File: src/rtl/sv39_pkg.sv
// ----------------------------------------------------------
// Sv39 address and page-table-entry definitions shared by
// the page-table walker blocks. Import it inside a module
// body, or use scoped names in a port list.
// ----------------------------------------------------------

package sv39_pkg;

  // address and field widths
  localparam int unsigned VLEN          = 39;
  localparam int unsigned PLEN          = 56;
  localparam int unsigned PPN_W         = 44;
  localparam int unsigned VPN_W         = 9;
  localparam int unsigned PAGE_OFFSET_W = 12;

  typedef logic [VLEN-1:0] vaddr_t;
  typedef logic [PLEN-1:0] paddr_t;

  // page-table entry, bit 0 is v
  typedef struct packed {
    logic [9:0]       reserved;
    logic [PPN_W-1:0] ppn;
    logic [1:0]       rsw;
    logic             d;
    logic             a;
    logic             g;
    logic             u;
    logic             x;
    logic             w;
    logic             r;
    logic             v;
  } pte_t;

  // LVL1 is the root table and maps 1 GiB leaves
  typedef enum logic [1:0] {
    LVL1,
    LVL2,
    LVL3
  } ptw_lvl_e;

  // result of checking one fetched entry
  typedef enum logic [1:0] {
    PTE_POINTER,
    PTE_LEAF,
    PTE_FAULT
  } pte_kind_e;

endpackage

File: src/rtl/ptw_bus_pkg.sv
// ----------------------------------------------------------
// Bus and handshake structs passed between the walker blocks:
// the Wishbone master and slave sides, the walk request held
// for a TLB miss, and the update written back to a TLB.
// ----------------------------------------------------------

package ptw_bus_pkg;

  // widest ASID a request can carry, narrower ones are zero-extended
  localparam int unsigned ASID_MAX = 16;

  // Wishbone classic, master to slave
  typedef struct packed {
    logic             cyc;
    logic             stb;
    logic             we;
    sv39_pkg::paddr_t adr;
    logic [7:0]       sel;
  } wb_m2s_t;

  // Wishbone classic, slave to master
  typedef struct packed {
    logic        ack;
    logic [63:0] dat;
  } wb_s2m_t;

  // one pending miss
  typedef struct packed {
    sv39_pkg::vaddr_t    vaddr;
    logic                is_instr;
    logic                is_store;
    logic [ASID_MAX-1:0] asid;
  } walk_req_t;

  // entry written into the ITLB or DTLB
  typedef struct packed {
    logic                valid;
    logic [26:0]         vpn;
    logic                is_2m;
    logic                is_1g;
    logic [ASID_MAX-1:0] asid;
    sv39_pkg::pte_t      content;
  } tlb_update_t;

endpackage

File: src/rtl/ptw_miss_arbiter.sv
// ----------------------------------------------------------
// Input side of the walker. Picks one TLB miss, DTLB first,
// and holds it as a walk request until the walk controller
// takes it. Also pulses the per-TLB miss counters.
// ----------------------------------------------------------

`timescale 1ns/100ps

module ptw_miss_arbiter #(
  parameter int unsigned ASID_WIDTH = 16
) (
  input  logic                   clk_i,
  input  logic                   rst_ni,
  input  logic                   flush_i,
  input  logic                   itlb_miss_i,
  input  ptw_bus_pkg::walk_req_t itlb_req_i,
  input  logic                   dtlb_miss_i,
  input  ptw_bus_pkg::walk_req_t dtlb_req_i,
  input  logic                   req_ready_i,
  output logic                   req_valid_o,
  output ptw_bus_pkg::walk_req_t req_o,
  output logic                   itlb_miss_o,
  output logic                   dtlb_miss_o
);
  import ptw_bus_pkg::*;

  walk_req_t           req_q;
  walk_req_t           pick;
  logic                valid_q;
  logic                fill;
  logic [ASID_MAX-1:0] asid_mask;

  // keeps only the ASID bits this core implements
  assign asid_mask = {ASID_MAX{1'b1}} >> (ASID_MAX - ASID_WIDTH);

  // load only while empty, a miss seen while full is dropped
  assign fill = !valid_q && !flush_i && (itlb_miss_i || dtlb_miss_i);

  always_comb begin
    // dtlb has priority
    pick      = dtlb_miss_i ? dtlb_req_i : itlb_req_i;
    pick.asid = pick.asid & asid_mask;
  end

  // ----------------------------------------------------------
  // control state
  // ----------------------------------------------------------
  always_ff @(posedge clk_i or negedge rst_ni) begin
    if (!rst_ni) begin
      valid_q     <= 1'b0;
      itlb_miss_o <= 1'b0;
      dtlb_miss_o <= 1'b0;
    end else begin
      // counter pulses line up with the first cycle of req_valid_o
      itlb_miss_o <= fill && !dtlb_miss_i;
      dtlb_miss_o <= fill && dtlb_miss_i;
      if (flush_i || (valid_q && req_ready_i)) begin
        valid_q <= 1'b0;
      end else if (fill) begin
        valid_q <= 1'b1;
      end
    end
  end

  // request payload
  always_ff @(posedge clk_i) begin
    if (fill) begin
      req_q <= pick;
    end
  end

  assign req_valid_o = valid_q;
  assign req_o       = req_q;

endmodule

File: src/rtl/ptw_walk_ctrl.sv
// ----------------------------------------------------------
// Walk FSM of the page-table walker. Takes one request, reads
// entries over a Wishbone classic master port, descends the
// three Sv39 levels on pointer entries and reports a done
// pulse with the final entry. The PTE checker classifies the
// entry in the ack cycle, so the next bus cycle or the done
// pulse follows one cycle after each ack.
// ----------------------------------------------------------

`timescale 1ns/100ps

module ptw_walk_ctrl (
  input  logic                         clk_i,
  input  logic                         rst_ni,
  input  logic                         flush_i,
  input  logic [sv39_pkg::PPN_W-1:0]   satp_ppn_i,
  input  logic                         req_valid_i,
  input  ptw_bus_pkg::walk_req_t       req_i,
  output logic                         req_ready_o,
  output ptw_bus_pkg::wb_m2s_t         wb_o,
  input  ptw_bus_pkg::wb_s2m_t         wb_i,
  input  sv39_pkg::pte_kind_e          kind_i,
  output sv39_pkg::pte_t               pte_o,
  output sv39_pkg::ptw_lvl_e           lvl_o,
  output logic                         done_o,
  output logic                         done_leaf_o,
  output logic                         done_fault_o,
  output ptw_bus_pkg::walk_req_t       done_req_o,
  output logic                         active_o
);
  import sv39_pkg::*;
  import ptw_bus_pkg::*;

  typedef enum logic [1:0] {
    IDLE,
    BUS_CYCLE,
    EVALUATE,
    DRAIN
  } state_e;

  state_e           state_q, state_d;
  ptw_lvl_e         lvl_q, lvl_d;
  paddr_t           pptr_q, pptr_d;
  pte_t             pte_q;
  pte_t             fetched;
  walk_req_t        req_q;
  logic             global_q;
  logic             accept;
  logic             ack;
  logic             bus_busy;
  logic [VPN_W-1:0] next_vpn;

  // no new walk is taken in the flush cycle
  assign req_ready_o = (state_q == IDLE) && !flush_i;
  assign accept      = req_valid_i && req_ready_o;
  assign ack         = wb_i.ack && (state_q == BUS_CYCLE);

  // a global pointer makes every mapping below it global
  always_comb begin
    fetched   = pte_t'(wb_i.dat);
    fetched.g = fetched.g | global_q;
  end

  // live bus data in the ack cycle, held entry while reporting
  assign pte_o = (state_q == EVALUATE) ? pte_q : fetched;

  // vpn slice that indexes the next table
  assign next_vpn = (lvl_q == LVL1) ? req_q.vaddr[29:21] : req_q.vaddr[20:12];

  // ----------------------------------------------------------
  // next state
  // ----------------------------------------------------------
  always_comb begin
    state_d = state_q;
    lvl_d   = lvl_q;
    pptr_d  = pptr_q;
    unique case (state_q)
      IDLE: begin
        if (accept) begin
          // root table from satp, indexed by vpn[2]
          state_d = BUS_CYCLE;
          lvl_d   = LVL1;
          pptr_d  = {satp_ppn_i, req_i.vaddr[38:30], 3'b000};
        end
      end
      BUS_CYCLE: begin
        if (flush_i) begin
          // an open cycle must still see its ack
          state_d = wb_i.ack ? IDLE : DRAIN;
        end else if (wb_i.ack) begin
          if (kind_i == PTE_POINTER) begin
            state_d = BUS_CYCLE;
            lvl_d   = (lvl_q == LVL1) ? LVL2 : LVL3;
            pptr_d  = {fetched.ppn, next_vpn, 3'b000};
          end else begin
            state_d = EVALUATE;
          end
        end
      end
      EVALUATE: begin
        state_d = IDLE;
      end
      DRAIN: begin
        if (wb_i.ack) begin
          state_d = IDLE;
        end
      end
      default: begin
        state_d = IDLE;
      end
    endcase
  end

  always_ff @(posedge clk_i or negedge rst_ni) begin
    if (!rst_ni) begin
      state_q  <= IDLE;
      lvl_q    <= LVL1;
      global_q <= 1'b0;
    end else begin
      state_q <= state_d;
      lvl_q   <= lvl_d;
      if (accept) begin
        global_q <= 1'b0;
      end else if (ack && (kind_i == PTE_POINTER)) begin
        global_q <= fetched.g;
      end
    end
  end

  // address, request and entry payload
  always_ff @(posedge clk_i) begin
    pptr_q <= pptr_d;
    if (accept) begin
      req_q <= req_i;
    end
    if (ack) begin
      pte_q <= fetched;
    end
  end

  // ----------------------------------------------------------
  // Wishbone master, read only, full 64-bit lanes
  // ----------------------------------------------------------
  assign bus_busy = (state_q == BUS_CYCLE) || (state_q == DRAIN);

  always_comb begin
    wb_o.cyc = bus_busy;
    wb_o.stb = bus_busy;
    wb_o.we  = 1'b0;
    wb_o.adr = pptr_q;
    wb_o.sel = 8'hFF;
  end

  // result report, dropped if a flush lands in this cycle
  assign done_o       = (state_q == EVALUATE) && !flush_i;
  assign done_leaf_o  = done_o && (kind_i == PTE_LEAF);
  assign done_fault_o = done_o && (kind_i == PTE_FAULT);
  assign done_req_o   = req_q;
  assign lvl_o        = lvl_q;
  assign active_o     = (state_q != IDLE);

endmodule

File: src/rtl/pte_checker.sv
// ----------------------------------------------------------
// Classifies one fetched page-table entry as a pointer to
// the next level, a usable leaf or a page fault, following
// the Sv39 rules for the walk's level and access type.
// Purely combinational.
// ----------------------------------------------------------

`timescale 1ns/100ps

module pte_checker (
  input  sv39_pkg::pte_t      pte_i,
  input  sv39_pkg::ptw_lvl_e  lvl_i,
  input  logic                is_instr_i,
  input  logic                is_store_i,
  input  logic                mxr_i,
  output sv39_pkg::pte_kind_e kind_o
);
  import sv39_pkg::*;

  logic misaligned;

  // a superpage leaf must have zero low ppn slices
  always_comb begin
    unique case (lvl_i)
      LVL1:    misaligned = (pte_i.ppn[17:0] != '0);
      LVL2:    misaligned = (pte_i.ppn[8:0] != '0);
      default: misaligned = 1'b0;
    endcase
  end

  always_comb begin
    kind_o = PTE_POINTER;
    if (!pte_i.v || (pte_i.w && !pte_i.r)) begin
      // invalid, or the reserved write-only encoding
      kind_o = PTE_FAULT;
    end else if (pte_i.r || pte_i.x) begin
      kind_o = PTE_LEAF;
      if (is_instr_i) begin
        // fetch needs an executable page with a set
        if (!pte_i.x || !pte_i.a) begin
          kind_o = PTE_FAULT;
        end
      end else begin
        if (!pte_i.a) begin
          kind_o = PTE_FAULT;
        end
        // execute-only pages are readable under MXR
        if (!pte_i.r && !(pte_i.x && mxr_i)) begin
          kind_o = PTE_FAULT;
        end
      end
      // stores need w and d, d is software managed
      if (is_store_i && !(pte_i.w && pte_i.d)) begin
        kind_o = PTE_FAULT;
      end
      if (misaligned) begin
        kind_o = PTE_FAULT;
      end
    end else begin
      // pointer: a, d, u are reserved here
      if (pte_i.a || pte_i.d || pte_i.u) begin
        kind_o = PTE_FAULT;
      end
      // no table below the last level
      if (lvl_i == LVL3) begin
        kind_o = PTE_FAULT;
      end
    end
  end

endmodule

File: src/rtl/ptw_tlb_update.sv
// ----------------------------------------------------------
// Output side of the walker. Registers a finished walk and
// turns it into a one-cycle update on the ITLB or DTLB, or
// into a one-cycle page fault pulse.
// ----------------------------------------------------------

`timescale 1ns/100ps

module ptw_tlb_update (
  input  logic                     clk_i,
  input  logic                     rst_ni,
  input  logic                     done_i,
  input  logic                     leaf_i,
  input  logic                     fault_i,
  input  sv39_pkg::ptw_lvl_e       lvl_i,
  input  sv39_pkg::pte_t           pte_i,
  input  ptw_bus_pkg::walk_req_t   req_i,
  output ptw_bus_pkg::tlb_update_t itlb_update_o,
  output ptw_bus_pkg::tlb_update_t dtlb_update_o,
  output logic                     ptw_fault_o
);
  import sv39_pkg::*;
  import ptw_bus_pkg::*;

  tlb_update_t entry_q;
  logic        itlb_valid_q;
  logic        dtlb_valid_q;

  // valid pulses, steered by the walk's origin
  always_ff @(posedge clk_i or negedge rst_ni) begin
    if (!rst_ni) begin
      itlb_valid_q <= 1'b0;
      dtlb_valid_q <= 1'b0;
      ptw_fault_o  <= 1'b0;
    end else begin
      itlb_valid_q <= done_i && leaf_i && req_i.is_instr;
      dtlb_valid_q <= done_i && leaf_i && !req_i.is_instr;
      ptw_fault_o  <= done_i && fault_i;
    end
  end

  // entry payload, shared by both TLB ports
  always_ff @(posedge clk_i) begin
    if (done_i && leaf_i) begin
      entry_q.valid   <= 1'b0;
      entry_q.vpn     <= req_i.vaddr[38:12];
      entry_q.is_2m   <= (lvl_i == LVL2);
      entry_q.is_1g   <= (lvl_i == LVL1);
      entry_q.asid    <= req_i.asid;
      // g already folds in any global pointer on the way down
      entry_q.content <= pte_i;
    end
  end

  always_comb begin
    itlb_update_o       = entry_q;
    itlb_update_o.valid = itlb_valid_q;
    dtlb_update_o       = entry_q;
    dtlb_update_o.valid = dtlb_valid_q;
  end

endmodule

File: src/rtl/ptw_top.sv
// ----------------------------------------------------------
// Sv39 page-table walker top level. Serves ITLB and DTLB
// misses over a Wishbone classic master port and returns
// TLB updates or page faults. Sets the ASID width.
// ----------------------------------------------------------

`timescale 1ns/100ps

module ptw_top #(
  parameter int unsigned ASID_WIDTH = 16
) (
  input  logic                       clk_i,
  input  logic                       rst_ni,
  input  logic                       flush_i,
  input  logic                       itlb_miss_i,
  input  ptw_bus_pkg::walk_req_t     itlb_req_i,
  input  logic                       dtlb_miss_i,
  input  ptw_bus_pkg::walk_req_t     dtlb_req_i,
  input  logic [sv39_pkg::PPN_W-1:0] satp_ppn_i,
  input  logic                       mxr_i,
  output ptw_bus_pkg::wb_m2s_t       wb_o,
  input  ptw_bus_pkg::wb_s2m_t       wb_i,
  output ptw_bus_pkg::tlb_update_t   itlb_update_o,
  output ptw_bus_pkg::tlb_update_t   dtlb_update_o,
  output logic                       ptw_fault_o,
  output logic                       ptw_active_o,
  output logic                       itlb_miss_o,
  output logic                       dtlb_miss_o
);
  import sv39_pkg::*;
  import ptw_bus_pkg::*;

  // arbiter to walker
  walk_req_t req;
  logic      req_valid;
  logic      req_ready;

  // walker to checker and update block
  pte_t      pte;
  ptw_lvl_e  lvl;
  pte_kind_e kind;
  walk_req_t done_req;
  logic      done;
  logic      done_leaf;
  logic      done_fault;

  ptw_miss_arbiter #(
    .ASID_WIDTH (ASID_WIDTH)
  ) u_miss_arbiter (
    .clk_i       (clk_i),
    .rst_ni      (rst_ni),
    .flush_i     (flush_i),
    .itlb_miss_i (itlb_miss_i),
    .itlb_req_i  (itlb_req_i),
    .dtlb_miss_i (dtlb_miss_i),
    .dtlb_req_i  (dtlb_req_i),
    .req_ready_i (req_ready),
    .req_valid_o (req_valid),
    .req_o       (req),
    .itlb_miss_o (itlb_miss_o),
    .dtlb_miss_o (dtlb_miss_o)
  );

  ptw_walk_ctrl u_walk_ctrl (
    .clk_i        (clk_i),
    .rst_ni       (rst_ni),
    .flush_i      (flush_i),
    .satp_ppn_i   (satp_ppn_i),
    .req_valid_i  (req_valid),
    .req_i        (req),
    .req_ready_o  (req_ready),
    .wb_o         (wb_o),
    .wb_i         (wb_i),
    .kind_i       (kind),
    .pte_o        (pte),
    .lvl_o        (lvl),
    .done_o       (done),
    .done_leaf_o  (done_leaf),
    .done_fault_o (done_fault),
    .done_req_o   (done_req),
    .active_o     (ptw_active_o)
  );

  // checks use the access type of the walk in flight
  pte_checker u_pte_checker (
    .pte_i      (pte),
    .lvl_i      (lvl),
    .is_instr_i (done_req.is_instr),
    .is_store_i (done_req.is_store),
    .mxr_i      (mxr_i),
    .kind_o     (kind)
  );

  ptw_tlb_update u_tlb_update (
    .clk_i         (clk_i),
    .rst_ni        (rst_ni),
    .done_i        (done),
    .leaf_i        (done_leaf),
    .fault_i       (done_fault),
    .lvl_i         (lvl),
    .pte_i         (pte),
    .req_i         (done_req),
    .itlb_update_o (itlb_update_o),
    .dtlb_update_o (dtlb_update_o),
    .ptw_fault_o   (ptw_fault_o)
  );

endmodule

File: config.mk
export PLATFORM = sky130hd
export DESIGN_NAME = ptw_top
export DESIGN_NICKNAME = d
export VERILOG_FILES = /design/src/rtl/sv39_pkg.sv /design/src/rtl/ptw_bus_pkg.sv /design/src/rtl/ptw_miss_arbiter.sv /design/src/rtl/ptw_walk_ctrl.sv /design/src/rtl/pte_checker.sv /design/src/rtl/ptw_tlb_update.sv /design/src/rtl/ptw_top.sv
export SDC_FILE = /design/constraint.sdc
export NUM_CORES = 1
export LEC_CHECK = 0
export BUFFER_PORTS_ARGS = -buffer_cell sky130_fd_sc_hd__buf_2
export CAP_MARGIN = 25
export CORE_AREA = 2 2 204 206
export DETAILED_ROUTE_END_ITERATION = 8
export DIE_AREA = 0 0 206 208
export PLACE_DENSITY = 0.67
export SYNTH_ARGS = -nofsm -noshare
export SYNTH_HDL_FRONTEND = slang
export SYNTH_HIERARCHICAL = 1
export SYNTH_SLANG_ARGS = --single-unit
File: constraint.sdc
create_clock -name clk_i -period 4.91 [get_ports clk_i]
set_input_delay 0.491 -clock clk_i [delete_from_list [all_inputs] [get_ports clk_i]]
set_output_delay 0.491 -clock clk_i [all_outputs]
set_load 0.03 [all_outputs]
======== Word-level counts from Yosys, hierarchy flattened ========
Index checks and enable logic that the tools add are counted.
word-level totals
  bits in registers ....................... 354
  latch bits .............................. 0
  RAM bits ................................ 0
  ROM bits ................................ 0
  output and inout bits ................... 291
  word-level logic and storage cells ...... 143
  memories kept ........................... 0
operators by class
  $add $sub $neg .......................... 0
  multiply operators ...................... 0
  div/mod/pow operators ................... 0
  order comparisons ....................... 0
  equality and inequality tests ........... 13
  shifts and indexed selects .............. 0
  multiplexer cells ....................... 36
  bitwise gates (word level) .............. 1
  reductions and logical operators ........ 49
operators with widths
  kind                  number
  $mux W56              4
  $pmux W56 S2          1
  $mux W64              1
  $mux W57              1
  $mux W2               21
  $logic_and A1 B1 Y1   20
  $reduce_bool A18 Y1   1
  $logic_not A1 Y1      10
  $mux W9               1
  $reduce_bool A9 Y1    1
  $eq A2 B2 Y1 const B  4
  $logic_or A1 B1 Y1    8
  $pmux W2 S4           1
  $reduce_bool A2 Y1    4
  $eq A2 B1 Y1 const B  3
  $logic_not A2 Y1      3
  $ne A2 B2 Y1 const B  3
  $reduce_and A5 Y1     1
  $mux W1               4
  $ne A2 B1 Y1 const B  2
  $pmux W2 S2           1
  $ne A3 B3 Y1 const B  1
  $reduce_and A3 Y1     1
  $pmux W1 S2           1
  $or A1 B1 Y1          1

======== Longest topological paths before layout ========
  depth after elaboration ................. 16
  depth in mapped cells ................... 12
  depth with buffers taken out ............ 10

======== Hierarchy ========
The synthesis kept the hierarchy.
by module, submodules not included
  module            times used  cells each  area an instance (µm²)  seq. area each (µm²)
  ptw_walk_ctrl     1           511         7145.6                  5350.1
  ptw_tlb_update    1           229         4221.5                  3348.2
  ptw_miss_arbiter  1           130         2824.0                  1786.7
  pte_checker       1           22          137.6                   0.0

======== Least setup slack after synthesis ========
Ideal clock, no wire load.
  kind .................................... input -> register
  start point ............................. in dtlb_miss_i
  end point ............................... reg u_miss_arbiter.req_q, in the netlist u_miss_arbiter/req_o[0] (enable)
  arrival time ............................ 4.712 ns
  required time ........................... 4.368 ns
  slack ................................... -0.344 ns
  stages .................................. 4
  path buffers ............................ 2
  cells stage by stage .................... buf_6 buf_12 nor2_1 nor3_1
on the way
  word-level cells in the longest chain between the ends .. 2
ends and longest elaborated chain
  what                           line                    source
  start: declaration             ptw_top.sv:17           input logic dtlb_miss_i,
  $logic_or A1 B1 Y1             ptw_miss_arbiter.sv:37  assign fill = !valid_q && !flush_i && (itlb_miss_i || dtlb_miss_i);
  $logic_and A1 B1 Y1            ptw_miss_arbiter.sv:37
  named net u_miss_arbiter.fill  ptw_miss_arbiter.sv:30  logic fill;
  end signal: assignment         ptw_miss_arbiter.sv:68  req_q <= pick;
  end: declaration               ptw_miss_arbiter.sv:27  walk_req_t req_q;
The timed path passes the listed nets, and every way through them passes these cells.
A chain may end at the register's enable or synchronous reset.

==> results by stage <==
Timing:
- The number of endpoints failing setup at the final stage is 0.
- The normalized max-slew margin is 0.385.
- Across the routed clock network, the largest skew measured is 17.6 ps.
- For the final routed database, the setup TNS stands at 0 ps.
- The final-report max-slew violation count is 0.
- For this run, the top clock speed supported by timing is roughly 0.24 GHz.
- In the finished design, the share of the clock period the worst path needs comes to 0.833.
- Subtracting the final worst setup slack from the clock period gives around 4000 ps.
- The count of final hold-check violations came to 0.
- At the pin with the least slew margin, the transition time is ~920 ps.
- Setup repair after global routing left no endpoint under its margin.

CTS:
- The maximum number of buffers from clock root to sink is 3.
- Clock-pin slew was measured on the worst setup and hold paths at around 60 ps.
- After clock tree synthesis, the flow added hold-fix buffers numbering 1.
- In this run the number of H-tree levels came out at 2.
- Clock latency on the worst-skew pair, taken at its later pin, is ~540 ps.
- After clock tree synthesis, the setup repair step added 0 buffers.
- The cell at the root of the clock tree is clkbuf_16.
- After clock tree synthesis, the repair step resized 0 gates.
- The number of clock buffers added by TritonCTS is 36.
- Clock tree synthesis found a total of about 330 sinks.
- The clock tree from TritonCTS is built.

Placement:
- In this run, placement finished with an instance count of approximately 1,700.
- Input and output buffers added on the ports amount to 483.
- The placed instances occupy a cell area of ~0.016 sq mm.
- The detailed-placement wirelength estimate is roughly 24,000 microns.
- The congestion estimate from routability-driven global placement came to 0.795.

Setup path:
- The largest fanout on the critical path is 51.
- The endpoint class of the critical path is a flip-flop.
- The startpoint identified for the worst register-to-register timing path is u_walk_ctrl/state_q[0]$_DFFE_PN0P_.
- The number of buffers and inverters on the critical path is 2.
- The endpoint identified for the worst register-to-register timing path is u_tlb_update/dtlb_update_o[103]$_DFFE_PP_.
- The highest cell delay on the worst timing path is 560 ps.
- The type of origin of the critical path is a flip-flop.
- The critical path goes through nand2b_2, buf_4, nand2_1, nand2_1, or4_4, nor2_4, a21o_1, o211ai_1, nor4b_1, and2_4, buf_12.
- Among cell families on the critical path, the largest total delay comes from simple AND/OR/NAND/NOR gates.
- The critical path data required time is 5110 ps.
- The cell with the biggest individual delay on the critical path is or4_4.
- The category of the critical setup timing path is reg2reg.
- The cell repeated most along the worst path is nand2_1.
- Setup slack on the worst reg-to-reg path comes out at slightly above 800 ps.
- Data on the critical path arrives at its endpoint at roughly 4300 ps.
- The cell count of the worst reg-to-reg path is 11.

Run:
- Max-cap violations in this run came to 0.

Global route:
- The number of global-route vias before repair is between 7,000 and 8,000.
- The met1 track demand over resource is 0.176.
- The number of antenna violations at the first check in global routing is 3.
- The fraction of met3 tracks used by global routing is 0.0373.
- The met2 track utilization from global routing is 0.253.
- The total overflow left after global routing is 0.
- The first-pass GRT wire length is approximately 47,000 microns.
- Entering global routing, the biggest net connects 64 pins.
- The aggregate global-route resource usage is 0.147.
- The layer carrying the most global-route usage is met2.

Routing:
- The overall routed net length is around 33,000 microns.
- The first detailed-routing pass took 5 iterations.
- Using the TritonRoute via totals, the vias-per-cell ratio works out to approximately 4.4.
- Dividing the detail-routed wire length by the instance count gives between 15 and 20 microns.
- For this block, the initial DRC count from the detailed router was 353.
- The residual antenna-violating net count after detailed routing is 0.
- The via count is roughly 8,000.
- The DRC violation count after routing is 0.

Floorplan:
- In this run the standard cell core region covers 0.0406 sq mm.
- Pin placement for this block handled between 500 and 600 I/O pins.
- The horizontal die dimension is 206 microns.
- The height of the die is roughly 210 microns.
- The cell row count is 74.
- The total die area is roughly 0.043 sq mm.
- For this configuration, the core starts out at a cell density of 0.331.

Worst hold path:
- Along the worst hold path, the cell count comes to 1.
- The worst hold path terminates at u_walk_ctrl/pte_q[1]$_DFFE_PP_.
- The kind of path behind the tightest hold check is in2reg.
- In this run the most critical hold path is launched from wb_i[1].

Synthesis:
- During synthesis, Yosys emitted a total of 6 warnings.
- In this run the cell area of the synthesized design comes to 0.0134 sq mm.
- The mean post-synth cell area is roughly 16 sq um.
- The post-synthesis cell count is ~860.

Pwr:
- The share of power burned in the clock network is 0.424.
- Of the total power, combinational logic draws 0.088.
- The power spent charging and discharging nets is 1.47 mW.
- The maximum vdd drop is 0.000216 V.
- The internal power of the cells totals roughly 5.2 mW.
- The fraction of power spent switching nets is 0.221.
- The power after layout is 6.65 mW.
- The static power due to leakage is between 7 and 8 nW.
- The share of total power dissipated in sequential elements is 0.489.
- The total power divided by cell area is about 400 mW/mm^2.

Layout:
- From synthesis to final layout, the design area changed by 25.1%.
- The finished cells cover around 0.017 sq mm.
- The finished layout holds between 1,500 and 2,000 standard cells, fillers aside.
- The share of cells above drive strength 1 is 0.515.
- The fill cell instance count of the final layout is approximately 3,700.
- The count of nets after finishing is approximately 1,500.

Outcome:
- The flow ran to the end, and the final reports show no timing, DRC or antenna violations.
stage by stage:
| step | hold WS [ps] | utilization | worst slack (ps) |
|---|---|---|---|
| 2_1_floorplan | 195 | - | 516 |
| 3_3_place_gp | 401 | 0.383 | 912 |
| 3_5_place_dp | 404 | 0.383 | 779 |
| 4_1_cts | 101 | 0.414 | 761 |
| 5_1_grt | 119 | 0.414 | 471 |
| 6_report | 152 | 0.414 | 820 |
how the worst max path moves through the flow:
stage	startpoint	depth (start not counted)	endpoint	slack, ps
detailed placement	u_walk_ctrl/state_q[0]$_DFFE_PN0P_	11	u_tlb_update/dtlb_update_o[104]$_DFFE_PP_	780
finish	u_walk_ctrl/state_q[0]$_DFFE_PN0P_	11	u_tlb_update/dtlb_update_o[103]$_DFFE_PP_	820
global route	u_walk_ctrl/state_q[0]$_DFFE_PN0P_	11	u_tlb_update/dtlb_update_o[87]$_DFFE_PP_	470
floorplan	dtlb_miss_i	4	u_miss_arbiter/req_o[0]$_DFFE_PP_	520
CTS	u_walk_ctrl/state_q[0]$_DFFE_PN0P_	11	u_tlb_update/dtlb_update_o[103]$_DFFE_PP_	760
global placement	u_walk_ctrl/state_q[0]$_DFFE_PN0P_	11	u_tlb_update/dtlb_update_o[104]$_DFFE_PP_	910
flip-flops by register name, indices dropped and copies added (netlist names):
name and cells:
u_tlb_update/dtlb_update_o 109, u_walk_ctrl/pte_q 64, u_walk_ctrl/pptr_q 53, u_miss_arbiter/req_o 45
u_walk_ctrl/done_req_o 45, u_walk_ctrl/lvl_o 2, u_walk_ctrl/state_q 2, u_miss_arbiter/dtlb_miss_o 1
u_miss_arbiter/itlb_miss_o 1, u_miss_arbiter/req_valid_o 1, u_tlb_update/dtlb_valid_q 1, u_tlb_update/itlb_valid_q 1
u_tlb_update/ptw_fault_o 1, u_walk_ctrl/global_q 1
per-layer routing:
layer	share of wire	wire (microns)
met4	0.026	862
met3	0.081	2670
met2	0.50	16500
met1	0.39	12900
met5	0.00040	13
placed cells by master, fill, tap and decap left out, types with 3 or more instances in the layout:
| cell type | n |
|---|---|
| clkbuf_16 | 37 |
| mux2_2 | 46 |
| edfxtp_1 | 316 |
| clkbuf_1 | 10 |
| buf_2 | 483 |
| clkinv_2 | 4 |
| o21ai_0 | 12 |
| mux2i_1 | 9 |
| bufinv_16 | 6 |
| dfrtp_1 | 11 |
| nor4_1 | 4 |
| inv_1 | 4 |
| mux2_4 | 45 |
| buf_4 | 6 |
| diode_2 | 3 |
| nor2_1 | 12 |
| buf_12 | 4 |
| conb_1 | 12 |
| clkinv_1 | 3 |
| nand2_1 | 201 |
power by group through the flow:
stage | registers [mW] | logic (mW) | clock network [mW]
after floorplan | 3.36 | 0.323 | 0
after global placement | 3.30 | 0.579 | 0
after detailed placement | 3.31 | 0.591 | 0
after CTS | 3.25 | 0.594 | 2.91
after global routing | 3.26 | 0.636 | 3.01
final | 3.25 | 0.584 | 2.82
layout make-up:
type | instances | area [sq um] | share of cell area
clock inverter | 15 | 235 | 0.0140
multi-input combinational | 379 | 2540 | 0.152
sequential | 327 | 9760 | 0.582
clock buffer | 49 | 991 | 0.0591
antenna | 3 | 7.51 | 0.000447
tap | 532 | 666 | 0.0397
timing repair buffer | 494 | 2550 | 0.152
inverter | 5 | 20.0 | 0.00119
Power figures use the tool's default switching activity.
